[src/hdl/conv_geom_pkg.sv]
package conv_geom_pkg;

    //////////////////////////////////////////////////
    // layer geometry types
    //////////////////////////////////////////////////

    // channels, filters, widths, sizes, pixel indices
    typedef logic [15:0] dim_t;

    typedef logic [15:0] addr_t;  // word address, either buffer

    typedef logic [7:0]  blk_t;   // block index or block count

endpackage

[src/hdl/conv_timing_pkg.sv]
package conv_timing_pkg;

    //////////////////////////////////////////////////
    // PE array pipeline depths, in cycles
    //////////////////////////////////////////////////

    localparam int unsigned LAT_MAC      = 1;  // multiplier
    localparam int unsigned LAT_ADD_TREE = 2;  // lane reduction
    localparam int unsigned LAT_FB_ADD   = 1;  // partial sum add
    localparam int unsigned LAT_NL       = 1;  // non-linearity

endpackage

[src/hdl/conv_geometry.sv]
`timescale 1ns/1ns

module conv_geometry
    import conv_geom_pkg::*;
#(
    parameter int N_PE     = 4,
    parameter int LOG_N_PE = 2
) (
    input  logic            clk,
    input  logic            rst,
    input  logic            start,
    input  dim_t            cfg_channels,
    input  dim_t            cfg_filters,
    input  dim_t            cfg_data_wid,
    input  dim_t            cfg_data_hei,
    input  dim_t            cfg_filter_wid,
    input  dim_t            cfg_filter_hei,
    output dim_t            filters,
    output dim_t            data_wid,
    output dim_t            filter_wid,
    output dim_t            filter_hei,
    output dim_t            input_size,
    output dim_t            out_wid,
    output dim_t            output_size,
    output dim_t            filter_size,
    output blk_t            fbe,
    output blk_t            cbe,
    output logic [N_PE-1:0] last_rows,
    output logic [N_PE-1:0] last_lanes
);

    dim_t                channels;
    dim_t                data_hei;
    dim_t                out_hei;
    logic [LOG_N_PE-1:0] f_rem;  // filters in a partial last block
    logic [LOG_N_PE-1:0] c_rem;

    always_ff @(posedge clk or posedge rst) begin
        if (rst) begin
            channels   <= '0;
            filters    <= '0;
            data_wid   <= '0;
            data_hei   <= '0;
            filter_wid <= '0;
            filter_hei <= '0;
        end else if (start) begin
            channels   <= cfg_channels;
            filters    <= cfg_filters;
            data_wid   <= cfg_data_wid;
            data_hei   <= cfg_data_hei;
            filter_wid <= cfg_filter_wid;
            filter_hei <= cfg_filter_hei;
        end
    end

    // valid convolution, stride 1, no padding
    assign input_size  = data_wid * data_hei;
    assign out_wid     = data_wid - filter_wid + 16'd1;
    assign out_hei     = data_hei - filter_hei + 16'd1;
    assign output_size = out_wid * out_hei;
    assign filter_size = filter_wid * filter_hei;

    assign f_rem = filters[LOG_N_PE-1:0];
    assign c_rem = channels[LOG_N_PE-1:0];
    assign fbe   = blk_t'(filters >> LOG_N_PE) + blk_t'(f_rem != '0);  // full blocks + partial
    assign cbe   = blk_t'(channels >> LOG_N_PE) + blk_t'(c_rem != '0);

    always_comb begin
        for (int i = 0; i < N_PE; i++) begin
            last_rows[i]  = (f_rem == '0) || (i < int'(f_rem));  // all ones if full
            last_lanes[i] = (c_rem == '0) || (i < int'(c_rem));
        end
    end

endmodule

[src/hdl/block_sequencer.sv]
`timescale 1ns/1ns

module block_sequencer
    import conv_geom_pkg::*;
#(
    parameter int N_PE     = 4,
    parameter int LOG_N_PE = 2
) (
    input  logic            clk,
    input  logic            rst,
    input  logic            start,
    input  dim_t            filters,
    input  dim_t            input_size,
    input  dim_t            filter_size,
    input  blk_t            fbe,
    input  blk_t            cbe,
    input  logic [N_PE-1:0] last_rows,
    input  logic [N_PE-1:0] last_lanes,
    input  logic [N_PE-1:0] ff_rd_en,
    input  addr_t           ff_rd_addr,
    input  logic            pass_done,
    output logic [N_PE-1:0] buf1_rd_en,
    output addr_t           buf1_rd_addr,
    output logic [N_PE-1:0] shift_filter_row,
    output logic [N_PE-1:0] shift_filter_lanes,
    output logic            line_buffer_reset,
    output logic            pass_start,
    output blk_t            fb,
    output blk_t            cb,
    output logic [N_PE-1:0] row_mask,
    output logic [N_PE-1:0] lane_mask,
    output logic            first_cb,
    output logic            last_cb,
    output logic            busy,
    output logic            done
);

    typedef enum logic [2:0] {
        S_IDLE,
        S_NEXT_FB,
        S_NEXT_CB,
        S_PUSH,
        S_STREAM
    } state_t;

    state_t              state;
    logic [LOG_N_PE-1:0] f_idx;     // filter row being pushed
    dim_t                k_idx;     // tap within that filter
    logic                sf_valid;  // tap read last cycle
    logic [LOG_N_PE-1:0] sf_row;
    logic                last_tap;
    logic                last_row;
    logic                last_fb;
    addr_t               l1;
    addr_t               tap_addr;

    //////////////////////////////////////////////////
    // block masks and flags
    //////////////////////////////////////////////////

    assign last_fb   = (fb == fbe - 8'd1);
    assign last_cb   = (cb == cbe - 8'd1);
    assign first_cb  = (cb == '0);
    assign row_mask  = last_fb ? last_rows : '1;
    assign lane_mask = last_cb ? last_lanes : '1;

    assign last_tap = (k_idx == filter_size - 16'd1);
    // active rows are contiguous from row 0
    assign last_row = (f_idx == LOG_N_PE'(N_PE - 1)) || !row_mask[f_idx + 1'b1];

    // taps sit after the input region of every lane
    assign l1       = input_size * addr_t'(cbe);
    assign tap_addr = l1 + filter_size * filters * addr_t'(cb)
                    + filter_size * addr_t'({fb, f_idx}) + k_idx;

    //////////////////////////////////////////////////
    // block loops
    //////////////////////////////////////////////////

    always_ff @(posedge clk or posedge rst) begin
        if (rst) begin
            state    <= S_IDLE;
            fb       <= '0;
            cb       <= '0;
            f_idx    <= '0;
            k_idx    <= '0;
            sf_valid <= 1'b0;
            sf_row   <= '0;
        end else begin
            sf_valid <= (state == S_PUSH);
            sf_row   <= f_idx;
            case (state)
                S_IDLE: begin
                    if (start) begin
                        fb    <= '0;
                        cb    <= '0;
                        state <= S_PUSH;  // geometry valid from here on
                    end
                end
                S_PUSH: begin
                    if (last_tap) begin
                        k_idx <= '0;
                        if (last_row) begin
                            f_idx <= '0;
                            state <= S_STREAM;
                        end else begin
                            f_idx <= f_idx + 1'b1;
                        end
                    end else begin
                        k_idx <= k_idx + 16'd1;
                    end
                end
                S_STREAM: begin
                    if (pass_done) begin
                        state <= S_NEXT_CB;
                    end
                end
                S_NEXT_CB: begin
                    if (last_cb) begin
                        cb    <= '0;
                        state <= S_NEXT_FB;
                    end else begin
                        cb    <= cb + 8'd1;
                        state <= S_PUSH;
                    end
                end
                S_NEXT_FB: begin
                    if (last_fb) begin
                        state <= S_IDLE;
                    end else begin
                        fb    <= fb + 8'd1;
                        state <= S_PUSH;
                    end
                end
                default: state <= S_IDLE;
            endcase
        end
    end

    assign pass_start        = (state == S_PUSH) && last_tap && last_row;
    assign done              = (state == S_NEXT_FB) && last_fb;
    assign busy              = (state != S_IDLE);
    assign line_buffer_reset = (state != S_STREAM);

    // filter shift trails its tap read by one cycle
    assign shift_filter_row   = sf_valid ? ({{(N_PE-1){1'b0}}, 1'b1} << sf_row) : '0;
    assign shift_filter_lanes = sf_valid ? lane_mask : '0;

    // buffer 1 port: tap reads while pushing, inputs while streaming
    always_comb begin
        buf1_rd_en   = '0;
        buf1_rd_addr = '0;
        if (state == S_PUSH) begin
            buf1_rd_en   = lane_mask;
            buf1_rd_addr = tap_addr;
        end else if (state == S_STREAM) begin
            buf1_rd_en   = ff_rd_en;
            buf1_rd_addr = ff_rd_addr;
        end
    end

endmodule

[src/hdl/feedforward_sched.sv]
`timescale 1ns/1ns

module feedforward_sched
    import conv_geom_pkg::*;
    import conv_timing_pkg::*;
#(
    parameter int N_PE = 4
) (
    input  logic            clk,
    input  logic            rst,
    input  logic            pass_start,
    input  blk_t            cb,
    input  blk_t            fb,
    input  logic [N_PE-1:0] row_mask,
    input  logic [N_PE-1:0] lane_mask,
    input  dim_t            input_size,
    input  dim_t            output_size,
    input  dim_t            out_wid,
    input  dim_t            data_wid,
    input  dim_t            filter_wid,
    input  dim_t            filter_hei,
    output logic [N_PE-1:0] ff_rd_en,
    output addr_t           ff_rd_addr,
    output logic [N_PE-1:0] shift_line_rows,
    output logic [N_PE-1:0] shift_line_lanes,
    output logic [N_PE-1:0] mac_rows,
    output logic [N_PE-1:0] mac_lanes,
    output logic [N_PE-1:0] buf2_wr_en,
    output addr_t           buf2_wr_addr,
    output logic            pass_done
);

    logic active;
    dim_t cyc;       // pass cycle number
    dim_t col;       // write-back column gate
    dim_t wr_idx;    // output pixel
    dim_t w_len;     // line buffer fill depth
    dim_t wb_start;
    logic rd_on;
    logic sh_on;
    logic mac_on;
    logic wb_on;
    logic wr_fire;

    //////////////////////////////////////////////////
    // stage windows
    //////////////////////////////////////////////////

    assign w_len    = (filter_hei - 16'd1) * data_wid + filter_wid;
    assign wb_start = w_len + dim_t'(LAT_MAC + LAT_ADD_TREE + LAT_FB_ADD + LAT_NL);

    assign rd_on   = active && (cyc < input_size);
    assign sh_on   = active && (cyc >= 16'd1) && (cyc <= input_size);
    assign mac_on  = active && (cyc >= w_len) && (cyc < input_size);
    assign wb_on   = active && (cyc >= wb_start);
    // gate closes over the filter_wid-1 wrapped columns
    assign wr_fire = wb_on && (col < out_wid) && (wr_idx < output_size);

    assign pass_done = wr_fire && (wr_idx == output_size - 16'd1);

    always_ff @(posedge clk or posedge rst) begin
        if (rst) begin
            active <= 1'b0;
            cyc    <= '0;
            col    <= '0;
            wr_idx <= '0;
        end else if (pass_start) begin
            active <= 1'b1;
            cyc    <= '0;
            col    <= '0;
            wr_idx <= '0;
        end else if (active) begin
            cyc <= cyc + 16'd1;
            if (wb_on) begin
                col <= (col == data_wid - 16'd1) ? '0 : col + 16'd1;  // period data_wid
            end
            if (wr_fire) begin
                wr_idx <= wr_idx + 16'd1;
            end
            if (pass_done) begin
                active <= 1'b0;  // last write seen
            end
        end
    end

    //////////////////////////////////////////////////
    // outputs
    //////////////////////////////////////////////////

    assign ff_rd_en   = rd_on ? lane_mask : '0;
    assign ff_rd_addr = input_size * addr_t'(cb) + cyc;

    assign shift_line_rows  = sh_on ? row_mask : '0;
    assign shift_line_lanes = sh_on ? lane_mask : '0;
    assign mac_rows         = mac_on ? row_mask : '0;
    assign mac_lanes        = mac_on ? lane_mask : '0;

    assign buf2_wr_en   = wr_fire ? row_mask : '0;  // one write port per filter row
    assign buf2_wr_addr = output_size * addr_t'(fb) + wr_idx;

endmodule

[src/hdl/feedback_sched.sv]
`timescale 1ns/1ns

module feedback_sched
    import conv_geom_pkg::*;
    import conv_timing_pkg::*;
#(
    parameter int N_PE = 4
) (
    input  logic            clk,
    input  logic            rst,
    input  logic            pass_start,
    input  blk_t            fb,
    input  logic [N_PE-1:0] row_mask,
    input  logic            first_cb,
    input  logic            last_cb,
    input  dim_t            output_size,
    input  dim_t            out_wid,
    input  dim_t            data_wid,
    input  dim_t            filter_wid,
    input  dim_t            filter_hei,
    output logic [N_PE-1:0] buf2_rd_en,
    output addr_t           buf2_rd_addr,
    output logic [N_PE-1:0] feedback_en,
    output logic [N_PE-1:0] nl_en
);

    localparam int N_ST = 3;  // read, feedback add, non-linearity

    logic            active;
    dim_t            cyc;
    dim_t            w_len;
    dim_t            st_start [N_ST];
    dim_t            col [N_ST];
    dim_t            idx [N_ST];
    logic [N_ST-1:0] on;
    logic [N_ST-1:0] fire;

    assign w_len       = (filter_hei - 16'd1) * data_wid + filter_wid;
    assign st_start[0] = w_len + dim_t'(LAT_MAC + LAT_ADD_TREE - 1);  // sum ready next cycle
    assign st_start[1] = st_start[0] + 16'd1;
    assign st_start[2] = w_len + dim_t'(LAT_MAC + LAT_ADD_TREE + LAT_FB_ADD);

    always_comb begin
        for (int s = 0; s < N_ST; s++) begin
            on[s]   = active && (cyc >= st_start[s]);
            fire[s] = on[s] && (col[s] < out_wid) && (idx[s] < output_size);
        end
    end

    //////////////////////////////////////////////////
    // counter and gated indices
    //////////////////////////////////////////////////

    always_ff @(posedge clk or posedge rst) begin
        if (rst) begin
            active <= 1'b0;
            cyc    <= '0;
            for (int s = 0; s < N_ST; s++) begin
                col[s] <= '0;
                idx[s] <= '0;
            end
        end else if (pass_start) begin
            active <= 1'b1;
            cyc    <= '0;
            for (int s = 0; s < N_ST; s++) begin
                col[s] <= '0;
                idx[s] <= '0;
            end
        end else if (active) begin
            cyc <= cyc + 16'd1;
            for (int s = 0; s < N_ST; s++) begin
                if (on[s]) begin
                    col[s] <= (col[s] == data_wid - 16'd1) ? '0 : col[s] + 16'd1;
                end
                if (fire[s]) begin
                    idx[s] <= idx[s] + 16'd1;
                end
            end
            // non-linearity stage finishes last
            if (fire[N_ST-1] && (idx[N_ST-1] == output_size - 16'd1)) begin
                active <= 1'b0;
            end
        end
    end

    // no partial sums to add back on the first channel block
    assign buf2_rd_en   = (fire[0] && !first_cb) ? row_mask : '0;
    assign buf2_rd_addr = output_size * addr_t'(fb) + idx[0];
    assign feedback_en  = (fire[1] && !first_cb) ? row_mask : '0;
    assign nl_en        = (fire[2] && last_cb) ? row_mask : '0;  // final sums only

endmodule

[src/hdl/conv_ctrl_top.sv]
`timescale 1ns/1ns

module conv_ctrl_top
    import conv_geom_pkg::*;
#(
    parameter int N_PE = 4
) (
    input  logic            clk,
    input  logic            rst,
    input  logic            start,
    input  dim_t            cfg_channels,
    input  dim_t            cfg_filters,
    input  dim_t            cfg_data_wid,
    input  dim_t            cfg_data_hei,
    input  dim_t            cfg_filter_wid,
    input  dim_t            cfg_filter_hei,
    output logic [N_PE-1:0] buf1_rd_en,
    output addr_t           buf1_rd_addr,
    output logic [N_PE-1:0] buf2_wr_en,
    output addr_t           buf2_wr_addr,
    output logic [N_PE-1:0] buf2_rd_en,
    output addr_t           buf2_rd_addr,
    output logic [N_PE-1:0] shift_filter_row,
    output logic [N_PE-1:0] shift_filter_lanes,
    output logic [N_PE-1:0] shift_line_rows,
    output logic [N_PE-1:0] shift_line_lanes,
    output logic [N_PE-1:0] mac_rows,
    output logic [N_PE-1:0] mac_lanes,
    output logic [N_PE-1:0] feedback_en,
    output logic [N_PE-1:0] nl_en,
    output logic            line_buffer_reset,
    output logic            busy,
    output logic            done
);

    localparam int LOG_N_PE = $clog2(N_PE);

    // sampled layer geometry
    dim_t            filters, data_wid, filter_wid, filter_hei;
    dim_t            input_size, out_wid, output_size, filter_size;
    blk_t            fbe, cbe;
    logic [N_PE-1:0] last_rows, last_lanes;

    // pass control
    logic            pass_start, pass_done;
    blk_t            fb, cb;
    logic [N_PE-1:0] row_mask, lane_mask;
    logic            first_cb, last_cb;
    logic [N_PE-1:0] ff_rd_en;
    addr_t           ff_rd_addr;

    conv_geometry #(.N_PE(N_PE), .LOG_N_PE(LOG_N_PE)) conv_geometry_i (
        .clk, .rst, .start,
        .cfg_channels, .cfg_filters, .cfg_data_wid, .cfg_data_hei,
        .cfg_filter_wid, .cfg_filter_hei,
        .filters, .data_wid, .filter_wid, .filter_hei,
        .input_size, .out_wid, .output_size, .filter_size,
        .fbe, .cbe, .last_rows, .last_lanes
    );

    block_sequencer #(.N_PE(N_PE), .LOG_N_PE(LOG_N_PE)) block_sequencer_i (
        .clk, .rst, .start,
        .filters, .input_size, .filter_size, .fbe, .cbe, .last_rows, .last_lanes,
        .ff_rd_en, .ff_rd_addr, .pass_done,
        .buf1_rd_en, .buf1_rd_addr, .shift_filter_row, .shift_filter_lanes,
        .line_buffer_reset, .pass_start, .fb, .cb, .row_mask, .lane_mask,
        .first_cb, .last_cb, .busy, .done
    );

    feedforward_sched #(.N_PE(N_PE)) feedforward_sched_i (
        .clk, .rst, .pass_start, .cb, .fb, .row_mask, .lane_mask,
        .input_size, .output_size, .out_wid, .data_wid, .filter_wid, .filter_hei,
        .ff_rd_en, .ff_rd_addr, .shift_line_rows, .shift_line_lanes,
        .mac_rows, .mac_lanes, .buf2_wr_en, .buf2_wr_addr, .pass_done
    );

    feedback_sched #(.N_PE(N_PE)) feedback_sched_i (
        .clk, .rst, .pass_start, .fb, .row_mask, .first_cb, .last_cb,
        .output_size, .out_wid, .data_wid, .filter_wid, .filter_hei,
        .buf2_rd_en, .buf2_rd_addr, .feedback_en, .nl_en
    );

endmodule

[config.mk]
export PLATFORM = sky130hd
export DESIGN_NAME = conv_ctrl_top
export DESIGN_NICKNAME = d
export VERILOG_FILES = /design/src/hdl/conv_geom_pkg.sv /design/src/hdl/conv_timing_pkg.sv /design/src/hdl/conv_geometry.sv /design/src/hdl/block_sequencer.sv /design/src/hdl/feedforward_sched.sv /design/src/hdl/feedback_sched.sv /design/src/hdl/conv_ctrl_top.sv
export SDC_FILE = /design/constraint.sdc
export NUM_CORES = 2
export LEC_CHECK = 0
export ABC_AREA = 1
export BUFFER_PORTS_ARGS = -buffer_cell sky130_fd_sc_hd__buf_2
export CORE_MARGIN = 2
export CORE_UTILIZATION = 60
export CTS_BUF_LIST = sky130_fd_sc_hd__clkbuf_4 sky130_fd_sc_hd__clkbuf_8 sky130_fd_sc_hd__clkbuf_16
export CTS_CLUSTER_SIZE = 16
export DETAILED_ROUTE_END_ITERATION = 16
export PLACE_DENSITY_LB_ADDON = 0.1
export SYNTH_ARGS = -nofsm -noshare
export SYNTH_HDL_FRONTEND = slang
export SYNTH_SLANG_ARGS = --single-unit
[constraint.sdc]
create_clock -name clk -period 15.8 [get_ports clk]
set_clock_uncertainty 0.1 [all_clocks]
set_input_delay 1.58 -clock clk [delete_from_list [all_inputs] [get_ports clk]]
set_output_delay 1.58 -clock clk [all_outputs]
set_load 0.02 [all_outputs]
==> results.cfg <==
[clock_tree]
clockBufferDepth = 3
clock_sinks = 292
cts-root-buf = clkbuf_16
clk_pin_slew_ns = 0.05
cts_max_level = 2
clock_latency_ns = 0.65
cts_hold_buf = 0
cts_buffers = 42
cts_tree = built

[global_route]
first_global_vias = 57200
grt_use_total_pct = 37.2
grt_max_degree = 126
antenna_found_initial = 4
grt_overflow = 0
grt_pass1_wl_um = 310000

[worst_setup_path]
cp-end-kind = output pin
crit_type = register to output pin
cpMostUsedCell = fa_1
cpMaxStageDelayCell = fa_1
ff2ff_path_depth = 37
crit_fanout = 4
r2r_setup_slack_ns = 3.35
cp.arrival_ns = 14.24
max_stage_delay_ns = 0.62
required_ns = 14.12
crit_path_start_kind = register

[floorplanning]
die_h_um = 327
die_w_um = 327
die_area_sq_um = 107000
core.rowCount = 118
pin_count = 194
core_sq_um = 103000
start_util_pct = 60.4

[placed_design]
placed_area_sq_um = 65500
portBuffers = 187
gp_congestion = 1.01
place_inst = 10100
dpl.hpwl_um = 157000
dp_slack_ns = -0.0684

[worst_hold_path]
hold_depth = 2
worstHoldPathType = register to register

[synthesis]
synthesis.nets = 10200
synth-main-ff-cell = dfrtp_1
synthesis.area_sq_um = 62500
synthArstFlopShare_pct = 100
yosys.area_share.adder_pct = 39.9
yosysWarnings = 0
synth_top_family_by_area = adder cells
syn_area_per_cell_sq_um = 7.30
ys_seq_area_share_pct = 11.7
synth_cell_type_count = 62
synthXorXnorAreaFrac_pct = 6.39
ys_ff_latch = 292
synth_mux_area_share_pct = 0
netlist_instances = 8570
synth_compound_area_share_pct = 5.85
synth-edff-count = 0
yosys.area_share.simple_pct = 22.7

[routing]
viasPerCell = 5.58
wl_um = 196000
drc_errors = 0
vias = 56700
wire_per_inst_um = 19.3
drtAntennaViolNets = 0
drtIter0Drc = 4719
dr.pass1.iters = 7

[flow_run]
maxCapViolations = 0

[timing]
fin_crit_sh_pct = 101
setup_slack_ns = -0.116
fmax_mhz = 62.8
max_slew_margin_pct = 13.8
rsz0062_at_grt = yes
min_period_ns = 15.92
slew_violations = 0
finalHoldViolCount = 0
worst_pin_slew_ns = 1.29
setup_viol = 1

[run_status]
violations = setup timing
status = finished with violations

[cells_and_area]
design_area_sq_um = 68100
final_cell_mix = inv_1 (1,928), nand2_1 (1,892), fa_1 (802)
fin_cells = 10200
fin_nets = 10400
final_common_cell = inv_1
utilization_pct = 65.8
drive_gt1_share_pct = 7.79
nFillCells = 9135
synthToLayoutAreaGrowth_pct = 8.83
[critical path, delay by kind of cell (launching register included)]
family                     cells  cell delay [ns]
adders and majority gates     21            10.07
and+or+nand+nor               15             1.35
buffers and inverters         17             1.25
xor gates and xnor gates       3             0.49
DFF                            1             0.43
[area by class of cell]
cell class / count / area (sq um) / share of cell area [%]
Antenna cell: 1 / 2.50 / 0.00368
Sequential cell: 292 / 7320 / 10.8
Tap cell: 1380 / 1730 / 2.54
Multi-Input combinational cell: 6037 / 47500 / 69.8
Inverter: 1997 / 7510 / 11.0
Clock inverter: 18 / 270 / 0.397
Clock buffer: 57 / 1230 / 1.80
Timing Repair Buffer: 381 / 2500 / 3.67
[Yosys cell counts, drive strengths merged (11+ instances only)]
master	instances	area (sq um)
nand3b	39	293
a21o	18	135
o221ai	11	96.3
nand2	1936	7280
or2	43	269
xnor2	133	1160
clkinv	23	86.3
nor2	778	2920
o21ai	225	1130
clkbuf	194	728
nand3	305	1530
nor3	126	662
a21oi	295	1480
ha	706	8830
nand4	123	769
buf	50	255
inv	1974	7410
nor4	44	288
dfrtp	292	7310
o21bai	20	150
fa	804	16100
xor2	318	2790
[path summary, 6_finish.rpt]
| kind | startpoint | endpoint |
|---|---|---|
| setup reg to reg | conv_geometry_i.filter_hei[0]$_DFFE_PP0P_ | feedback_sched_i.idx[39]$_DFFE_PP0P_ |
| hold reg to reg | conv_geometry_i.channels[2]$_DFFE_PP0P_ | conv_geometry_i.channels[2]$_DFFE_PP0P_ |
| min in group asynchronous | rst | feedback_sched_i.idx[18]$_DFFE_PP0P_ |
| max in group asynchronous | rst | conv_geometry_i.filter_hei[0]$_DFFE_PP0P_ |
| setup / recovery | conv_geometry_i.filter_wid[7]$_DFFE_PP0P_ | buf1_rd_addr[15] |
| hold / removal | conv_geometry_i.channels[2]$_DFFE_PP0P_ | conv_geometry_i.channels[2]$_DFFE_PP0P_ |
[layer usage]
layer / track usage [%] / vias to the layer above / wire, um
met3: 7.77 / 573 / 18000
met2: 61.3 / 2406 / 90400
li1: - / 26300 / -
met1: 46.3 / 27400 / 75500
met5: 0 / - / 55
met4: 18.8 / 8 / 11800
[logic make-up after synthesis]
| group | Yosys count |
|---|---|
| AO/OA/AOI/OAI | 655 |
| XOR/XNOR | 453 |
| adder cells (fa/ha/maj) | 1510 |
| buffers and inverters | 2241 |
| flip-flops | 292 |
| AND/OR/NAND/NOR | 3419 |
[sequential cells by signal, indices dropped and copies added, names as in the netlist]
| name | flops |
|---|---|
| block_sequencer_i.fb | 8 |
| feedback_sched_i.active | 1 |
| feedforward_sched_i.cyc | 16 |
| conv_geometry_i.filter_hei | 16 |
| block_sequencer_i.sf_valid | 1 |
| block_sequencer_i.f_idx | 2 |
| conv_geometry_i.data_hei | 16 |
| block_sequencer_i.state | 3 |
| feedforward_sched_i.wr_idx | 16 |
| conv_geometry_i.data_wid | 16 |
| feedback_sched_i.idx | 48 |
| block_sequencer_i.sf_row | 2 |
| block_sequencer_i.cb | 8 |
| feedforward_sched_i.col | 16 |
| conv_geometry_i.filter_wid | 16 |
| feedforward_sched_i.active | 1 |
| feedback_sched_i.cyc | 16 |
| conv_geometry_i.filters | 16 |
| feedback_sched_i.col | 48 |
| block_sequencer_i.k_idx | 16 |
| conv_geometry_i.channels | 10 |
[timing repair]
action                                  CTS  global route
gates resized for setup                 105           116
endpoints found under the setup margin    4             6
pin swaps                                90           113
setup buffers                            16            19
[stage by stage]
stage               hold WS [ns]  setup TNS [ns]
global route               0.448          -0.731
CTS                        0.431         -0.0943
floorplan                  0.317               0
detailed placement         0.416         -0.0684
global placement           0.413               0
finish                     0.437          -0.116
Power is not shown: default switching activity piles up to over one toggle a cycle in this logic, so the estimate is an artifact.
